--- src/uart_settings.svh ---
`ifndef UART_SETTINGS_SVH
`define UART_SETTINGS_SVH

`define UART_DATA_WIDTH   8  // data bits per frame
`define UART_PARITY_EN    1  // 1 adds a parity bit
`define UART_PARITY_ODD   0  // 0 even, 1 odd

// bit period in system clocks, shared by tx tick and rx oversampling
`define UART_CLKS_PER_BIT 8

`define UART_SYNC_STAGES  3  // rx input synchronizer depth

`endif

--- src/uart_pkg.sv ---
`include "uart_settings.svh"

package uart_pkg;

	// tx shift register load word, shifted out from bit 0
	typedef struct packed {
		logic                        stop;
		logic                        parity;  // carries the stop level when parity is off
		logic [`UART_DATA_WIDTH-1:0] data;
	} tx_frame_t;

	typedef struct packed {
		logic [`UART_DATA_WIDTH-1:0] data;
		logic                        parity_err;  // recomputed parity mismatch
		logic                        frame_err;   // stop sample was low
	} rx_result_t;

	typedef enum logic [2:0] {
		rx_idle,
		rx_start,
		rx_data,
		rx_parity,
		rx_stop
	} rx_state_t;

endpackage

--- src/baud_tick_gen.sv ---
`timescale 1ns/1ns
`include "uart_settings.svh"

module baud_tick_gen (
	input  logic clk,
	input  logic reset,
	output logic o_tick
);

	localparam int CLKS = `UART_CLKS_PER_BIT;
	localparam int CNT_W = (CLKS > 2) ? $clog2(CLKS) : 1;
	localparam logic [CNT_W-1:0] LAST = CNT_W'(CLKS - 1);

	logic [CNT_W-1:0] count_q;

	// free running, no relation to frame starts
	always_ff @(posedge clk) begin
		if (reset) begin
			count_q <= '0;
		end else if (o_tick) begin
			count_q <= '0;  // wrap
		end else begin
			count_q <= count_q + 1'b1;
		end
	end

	assign o_tick = (count_q == LAST);

endmodule

--- src/uart.sv ---
`timescale 1ns/1ns
`include "uart_settings.svh"

module uart (
	input  logic                        clk,
	input  logic                        reset,
	input  logic                        i_tx_start,  // one clock strobe
	input  logic [`UART_DATA_WIDTH-1:0] i_tx_data,
	output logic                        o_tx_busy,
	output logic                        o_serial,
	input  logic                        i_serial,  // kept apart from o_serial
	output logic                        o_rx_valid,
	output uart_pkg::rx_result_t        o_rx
);

	logic baud_tick;  // tx pacing only

	baud_tick_gen u_baud (
		.clk    (clk),
		.reset  (reset),
		.o_tick (baud_tick)
	);

	uart_tx u_tx (
		.clk      (clk),
		.reset    (reset),
		.i_tick   (baud_tick),
		.i_start  (i_tx_start),
		.i_data   (i_tx_data),
		.o_busy   (o_tx_busy),
		.o_serial (o_serial)
	);

	// rx keeps its own oversample count
	uart_rx u_rx (
		.clk      (clk),
		.reset    (reset),
		.i_serial (i_serial),
		.o_valid  (o_rx_valid),
		.o_result (o_rx)
	);

endmodule

--- src/uart_rx.sv ---
`timescale 1ns/1ns
`include "uart_settings.svh"

module uart_rx (
	input  logic                 clk,
	input  logic                 reset,
	input  logic                 i_serial,
	output logic                 o_valid,
	output uart_pkg::rx_result_t o_result
);

	localparam int W = `UART_DATA_WIDTH;
	localparam int SYNC = `UART_SYNC_STAGES;
	localparam int CLKS = `UART_CLKS_PER_BIT;
	localparam int CNT_W = (CLKS > 2) ? $clog2(CLKS) : 1;
	localparam int IDX_W = $clog2(W + 1);
	localparam logic [CNT_W-1:0] FULL_LAST = CNT_W'(CLKS - 1);
	localparam logic [CNT_W-1:0] HALF_LAST = CNT_W'(CLKS / 2 - 1);
	localparam logic PAR_EN = 1'(`UART_PARITY_EN);
	localparam logic PAR_ODD = 1'(`UART_PARITY_ODD);

	logic [SYNC-1:0]      sync_q;
	logic                 line;  // synchronized serial input
	logic                 line_q;
	logic                 fall;
	uart_pkg::rx_state_t  state_q;
	logic [CNT_W-1:0]     os_cnt;  // oversample count within a bit
	logic [IDX_W-1:0]     bit_idx;
	logic [W-1:0]         data_q;
	logic                 parity_q;
	logic                 sample;
	logic                 valid_q;
	uart_pkg::rx_result_t result_q;

	always_ff @(posedge clk) begin
		if (reset) begin
			sync_q <= '1;  // preset to idle level
			line_q <= 1'b1;
		end else begin
			sync_q <= {sync_q[SYNC-2:0], i_serial};
			line_q <= line;
		end
	end

	assign line = sync_q[SYNC-1];
	assign fall = line_q && !line;

	// half a bit to mid-start, then full bits
	assign sample = (state_q == uart_pkg::rx_start) ? (os_cnt == HALF_LAST)
	                                                : (os_cnt == FULL_LAST);

	always_ff @(posedge clk) begin
		if (reset) begin
			state_q <= uart_pkg::rx_idle;
			os_cnt  <= '0;
			bit_idx <= '0;
			valid_q <= 1'b0;
		end else begin
			valid_q <= 1'b0;
			os_cnt  <= sample ? '0 : os_cnt + 1'b1;
			case (state_q)
				uart_pkg::rx_idle: begin
					os_cnt  <= '0;  // align count to the start edge
					bit_idx <= '0;
					if (fall) begin
						state_q <= uart_pkg::rx_start;
					end
				end
				uart_pkg::rx_start: begin
					if (sample) begin
						if (line) begin
							state_q <= uart_pkg::rx_idle;  // glitch, not a start bit
						end else begin
							state_q <= uart_pkg::rx_data;
						end
					end
				end
				uart_pkg::rx_data: begin
					if (sample) begin
						bit_idx <= bit_idx + 1'b1;
						if (bit_idx == IDX_W'(W - 1)) begin
							if (PAR_EN) begin
								state_q <= uart_pkg::rx_parity;
							end else begin
								state_q <= uart_pkg::rx_stop;
							end
						end
					end
				end
				uart_pkg::rx_parity: begin
					if (sample) begin
						state_q <= uart_pkg::rx_stop;
					end
				end
				uart_pkg::rx_stop: begin
					if (sample) begin
						valid_q <= 1'b1;
						state_q <= uart_pkg::rx_idle;
					end
				end
				default: state_q <= uart_pkg::rx_idle;
			endcase
		end
	end

	always_ff @(posedge clk) begin
		if (sample && state_q == uart_pkg::rx_data) begin
			data_q <= {line, data_q[W-1:1]};  // lsb arrives first
		end
		if (sample && state_q == uart_pkg::rx_parity) begin
			parity_q <= line;
		end
		if (sample && state_q == uart_pkg::rx_stop) begin
			result_q.data       <= data_q;
			result_q.parity_err <= PAR_EN && (((^data_q) ^ PAR_ODD) != parity_q);
			result_q.frame_err  <= !line;
		end
	end

	assign o_valid  = valid_q;
	assign o_result = result_q;

	assert property (@(posedge clk) disable iff (reset)
		o_valid |-> ($past(state_q) == uart_pkg::rx_stop) && (state_q == uart_pkg::rx_idle))
		else $error("rx valid outside stop exit");

	assert property (@(posedge clk) disable iff (reset) o_valid |=> !o_valid)
		else $error("rx valid longer than one clock");

	assert property (@(posedge clk) disable iff (reset) bit_idx <= IDX_W'(W))
		else $error("rx bit index past data width");

endmodule

--- src/uart_tx.sv ---
`timescale 1ns/1ns
`include "uart_settings.svh"

module uart_tx (
	input  logic                        clk,
	input  logic                        reset,
	input  logic                        i_tick,
	input  logic                        i_start,
	input  logic [`UART_DATA_WIDTH-1:0] i_data,
	output logic                        o_busy,
	output logic                        o_serial
);

	localparam int W = `UART_DATA_WIDTH;
	localparam int FRAME_BITS = W + `UART_PARITY_EN + 2;  // start, data, parity, stop
	localparam int FRAME_CLKS = FRAME_BITS * `UART_CLKS_PER_BIT;  // frame length in clocks
	localparam int CNT_W = $clog2(FRAME_BITS + 1);
	localparam int SHIFT_W = $bits(uart_pkg::tx_frame_t);
	localparam logic PAR_EN = 1'(`UART_PARITY_EN);
	localparam logic PAR_ODD = 1'(`UART_PARITY_ODD);

	uart_pkg::tx_frame_t frame_q;  // latched on accept
	logic [SHIFT_W-1:0]  shift_q;
	logic [CNT_W-1:0]    bit_cnt;
	logic                busy_q;
	logic                pending_q;  // waiting for the first tick
	logic                serial_q;
	logic                accept;
	logic                parity_bit;

	assign accept = i_start && !busy_q;  // strobes while busy are dropped
	assign parity_bit = PAR_EN ? ((^i_data) ^ PAR_ODD) : 1'b1;

	always_ff @(posedge clk) begin
		if (accept) begin
			frame_q.stop   <= 1'b1;
			frame_q.parity <= parity_bit;
			frame_q.data   <= i_data;
		end
	end

	always_ff @(posedge clk) begin
		if (reset) begin
			busy_q    <= 1'b0;
			pending_q <= 1'b0;
			serial_q  <= 1'b1;  // line idles high
			bit_cnt   <= '0;
		end else if (accept) begin
			busy_q    <= 1'b1;
			pending_q <= 1'b1;
			bit_cnt   <= '0;
		end else if (busy_q && i_tick) begin
			if (pending_q) begin
				pending_q <= 1'b0;
				serial_q  <= 1'b0;  // start bit
				bit_cnt   <= CNT_W'(1);
			end else if (bit_cnt == CNT_W'(FRAME_BITS)) begin
				busy_q   <= 1'b0;  // end of stop bit
				serial_q <= 1'b1;
			end else begin
				serial_q <= shift_q[0];
				bit_cnt  <= bit_cnt + 1'b1;
			end
		end
	end

	// ones fill in behind the frame so the line rests high
	always_ff @(posedge clk) begin
		if (busy_q && i_tick) begin
			if (pending_q) begin
				shift_q <= frame_q;
			end else begin
				shift_q <= {1'b1, shift_q[SHIFT_W-1:1]};
			end
		end
	end

	assign o_busy   = busy_q;
	assign o_serial = serial_q;

	assert property (@(posedge clk) disable iff (reset) !o_busy |-> o_serial)
		else $error("tx line low while not busy");

	// busy drops one whole frame after the start bit went out
	assert property (@(posedge clk) disable iff (reset)
		$fell(busy_q) |-> $past(pending_q, FRAME_CLKS + 1) && !$past(pending_q, FRAME_CLKS))
		else $error("tx busy dropped before frame end");

	cover property (@(posedge clk) disable iff (reset) i_start && busy_q);

endmodule

--- config.mk ---
export PLATFORM = sky130hd
export DESIGN_NAME = uart
export DESIGN_NICKNAME = d
export VERILOG_FILES = /design/src/uart_pkg.sv /design/src/baud_tick_gen.sv /design/src/uart.sv /design/src/uart_rx.sv /design/src/uart_tx.sv
export VERILOG_INCLUDE_DIRS = /design/src /design/src/src
export SDC_FILE = /design/constraint.sdc
export NUM_CORES = 1
export LEC_CHECK = 0
export BUFFER_PORTS_ARGS = -buffer_cell sky130_fd_sc_hd__buf_2
export CAP_MARGIN = 20
export CORE_MARGIN = 5
export CORE_UTILIZATION = 29
export DETAILED_ROUTE_END_ITERATION = 16
export SKIP_LAST_GASP = 1
export SYNTH_ARGS = -nofsm -noshare
export SYNTH_HDL_FRONTEND = slang
export SYNTH_SLANG_ARGS = --single-unit
export TNS_END_PERCENT = 100
--- constraint.sdc ---
create_clock -name clk -period 1.7 [get_ports clk]
set_clock_uncertainty 0.1 [all_clocks]
set_input_delay 0.255 -clock clk [delete_from_list [all_inputs] [get_ports clk]]
set_output_delay 0.255 -clock clk [all_outputs]
set_load 0.05 [all_outputs]
==> impl_metrics.py <==
metrics = {
    "timing": {
        "max_freq_mhz": 632,
        "setup_viol": 0,
        "setup_ws_ns": 0.117,
        "fin_crit_ns": 1.58,
        "fin_tns_setup_ns": 0,
        "worst_slew_pin_slew_ns": 0.303,
        "finalCritPeriodShare_pct": 93.1,
        "relSlewSlack_pct": 79.8,
        "hold_violations": 0,
        "drv_slew": 0,
        "rsz0062_at_grt": "yes",
    },
    "floorplanning": {
        "fp.dieW_um": 105,
        "rows": 34,
        "pin_count": 25,
        "core_area_mm2": 0.00872,
        "fp.dieH_um": 105,
        "dieArea_mm2": 0.0109,
        "start_util_pct": 29.7,
    },
    "cells_and_area": {
        "drive_gt1_share_pct": 34.7,
        "stdcell_count": 347,
        "final_area_mm2": 0.00325,
        "nets": 251,
        "diodes": 0,
        "synthToLayoutAreaGrowth_pct": 25.3,
    },
    "critical_path": {
        "cp.arrival_ns": 1.74,
        "crit_type": "reg2reg",
        "cp-end-kind": "register",
        "required_ns": 1.85,
        "r2r_slack_ns": 0.12,
        "critPathCapture": "u_tx.bit_cnt[3]",
        "critPathLaunch": "u_baud.count_q[0]",
        "startpoint_type": "register",
        "r2r_end": "u_tx.bit_cnt[3]",
        "r2r-start": "u_baud.count_q[0]",
        "crit_fanout": 7,
        "ff2ff_path_depth": 5,
    },
    "placed_design": {
        "portBuffers": 24,
        "place_hpwl_mm": 3.00,
        "place_congestion": 0.782,
        "dp.cells": 329,
        "placed_area_mm2": 0.00294,
        "pre_cts_ws_ns": 0.0165,
    },
    "yosys": {
        "ys_seq_area_share_pct": 62.2,
        "ys_warn_count": 0,
        "syn_area_mm2": 0.00259,
        "async_flop_share_pct": 0,
        "synth_ff_type": "edfxtp_1",
        "yosysUniqueCellTypes": 49,
        "synth_area_leaders": "edfxtp_1 (43%), dfxtp_1 (19%), xnor2_1 (4.4%)",
        "yosysTopAreaCellShare_pct": 42.9,
        "synth-edff-count": 37,
        "synth.avg_cell_area_um2": 13.6,
        "ys_ff_latch": 62,
        "synth_fp_nets": 208,
        "syn_inst": 191,
        "synth_top_cell_by_area": "edfxtp_1",
    },
    "clocking": {
        "clock_sinks": 62,
        "clock_latency_ns": 0.32,
        "cts_tree": "built",
        "root_buffer": "clkbuf_8",
        "cts.path.max_buffers": 2,
        "clk_pin_slew_ns": 0.07,
        "cts_max_level": 3,
        "cts_buffers": 9,
    },
    "global_route": {
        "met1_usage_pct": 10.9,
        "grt_util_met2_pct": 12.2,
        "grt_use_total_pct": 8.48,
        "antenna_found_initial": 0,
        "gr-total-overflow": 0,
        "busiest_layer": "met2",
        "first_global_vias": 1541,
        "grtUsageMet3_pct": 3.45,
        "grt_max_degree": 20,
        "grt_pass1_wl_mm": 7.45,
    },
    "worst_hold_path": {
        "hold_class": "in2reg",
    },
    "pwr": {
        "leakage_nw": 1.16,
        "vdd_drop_max_uv": 319,
        "p_per_area_mw_per_mm2": 1040,
        "power_w": 0.00338,
    },
    "routing": {
        "wl_mm": 4.27,
        "drc": 0,
        "vias": 1549,
        "wl_per_cell_um": 12.3,
        "ant_nets": 0,
        "viasPerCell": 4.46,
        "drt_iter0_drc": 83,
        "dr.pass1.iters": 4,
    },
    "flow_run": {
        "drv_cap": 0,
    },
    "status": {
        "run_status": "completed",
    },
}
cell usage after synthesis, types with 4 or more instances:
master	n
edfxtp_1	37
nor2b_1	5
dfxtp_1	25
nand3_1	4
ha_1	5
nor3_1	4
nand2_1	4
a21oi_1	6
nand2b_1	7
mux2i_1	4
xnor2_1	13
or2_2	6
nor2_1	10
mux2_2	8
worst max-delay path: stages, from the launching register on:
cell,delay (ns)
dfxtp_1,0.33
ha_1,0.15
ha_1,0.17
nand2_2,0.13
or4_1,0.48
a21oi_1,0.15
area by class of cell:
type	instances	area (µm²)
Fill cell	807	5470
Sequential cell	62	1610
Multi-Input combinational cell	119	976
Timing Repair Buffer	39	251
Clock buffer	11	151
Tap cell	108	135
Clock inverter	5	105
Inverter	3	15.0
cells in the final DEF (no fill, tap or decap), types with 3 or more instances in the layout:
cell,instances
o21ai_0,3
clkinvlp_4,3
nor2b_1,5
a21oi_1,6
clkbuf_8,11
nor3_1,3
dfxtp_1,23
nand3_1,4
ha_1,3
nor2_1,10
nand2_1,3
xnor2_1,13
mux2_2,8
buf_4,12
xor2_1,3
edfxtp_1,37
nor3b_1,3
nand2b_1,7
mux2i_1,4
buf_2,24
bufinv_16,3
or2_2,6
report_power, final:
part           internal (W)  switching (W)  leakage (nW)
Combinational     0.0000701      0.0000670         0.498
Clock               0.00105       0.000562         0.122
Sequential          0.00162      0.0000105         0.541
timing repair:
action / in CTS / in global routing
setup endpoints to repair: 0 / 26
resized for setup: 0 / 8
setup buffers: 0 / 1
hold buffers: 1 / 0
hold endpoints to repair: 1 / 0
how the worst min path moves through the flow:
stage                   start              end  slack (ns)  depth (start not counted)
2_1_floorplan    i_tx_data[0]  u_tx.frame_q[0]        0.25                          0
3_3_place_gp   u_rx.sync_q[1]   u_rx.sync_q[2]        0.30                          1
3_5_place_dp   u_rx.sync_q[0]   u_rx.sync_q[1]        0.30                          1
4_1_cts          i_tx_data[2]  u_tx.frame_q[2]        0.01                          1
5_1_grt          i_tx_data[2]  u_tx.frame_q[2]       0.007                          1
6_report         i_tx_data[2]  u_tx.frame_q[2]        0.03                          1
per-layer routing:
layer,routed length (µm),share of wire (%),vias to the layer above
li1,-,-,789
met1,2050,48,731
met2,1940,45,25
met3,214,5.0,4
met4,65,1.5,0
met5,0,0,-
flip-flops by register name, indices dropped and copies added, names as in the netlist:
name / flops
u_baud.count_q: 3
u_rx.bit_idx: 4
u_rx.data_q: 8
u_rx.line_q: 1
u_rx.o_result: 10
u_rx.o_valid: 1
u_rx.os_cnt: 3
u_rx.parity_q: 1
u_rx.state_q: 3
u_rx.sync_q: 3
u_tx.bit_cnt: 4
u_tx.frame_q: 9
u_tx.o_busy: 1
u_tx.o_serial: 1
u_tx.pending_q: 1
u_tx.shift_q: 9
logic make-up after synthesis:
logic type	count (synthesis)	synth area share, %
AOI/OAI and AO/OA	26	8.06
xor gates and xnor gates	16	5.41
adders and majority gates	5	2.41
buffers and inverters	10	1.74
DFF	62	62.2
muxes	13	5.60
and+or+nand+nor	59	14.6
through the flow:
step                hold WS, ns  util, %
floorplan                 0.254        -
detailed placement        0.297     33.7
global route            0.00657     37.2
global placement          0.295     33.7
finish                   0.0298     37.2
CTS                     0.00973     36.8
(Power assumes the default switching activity.)
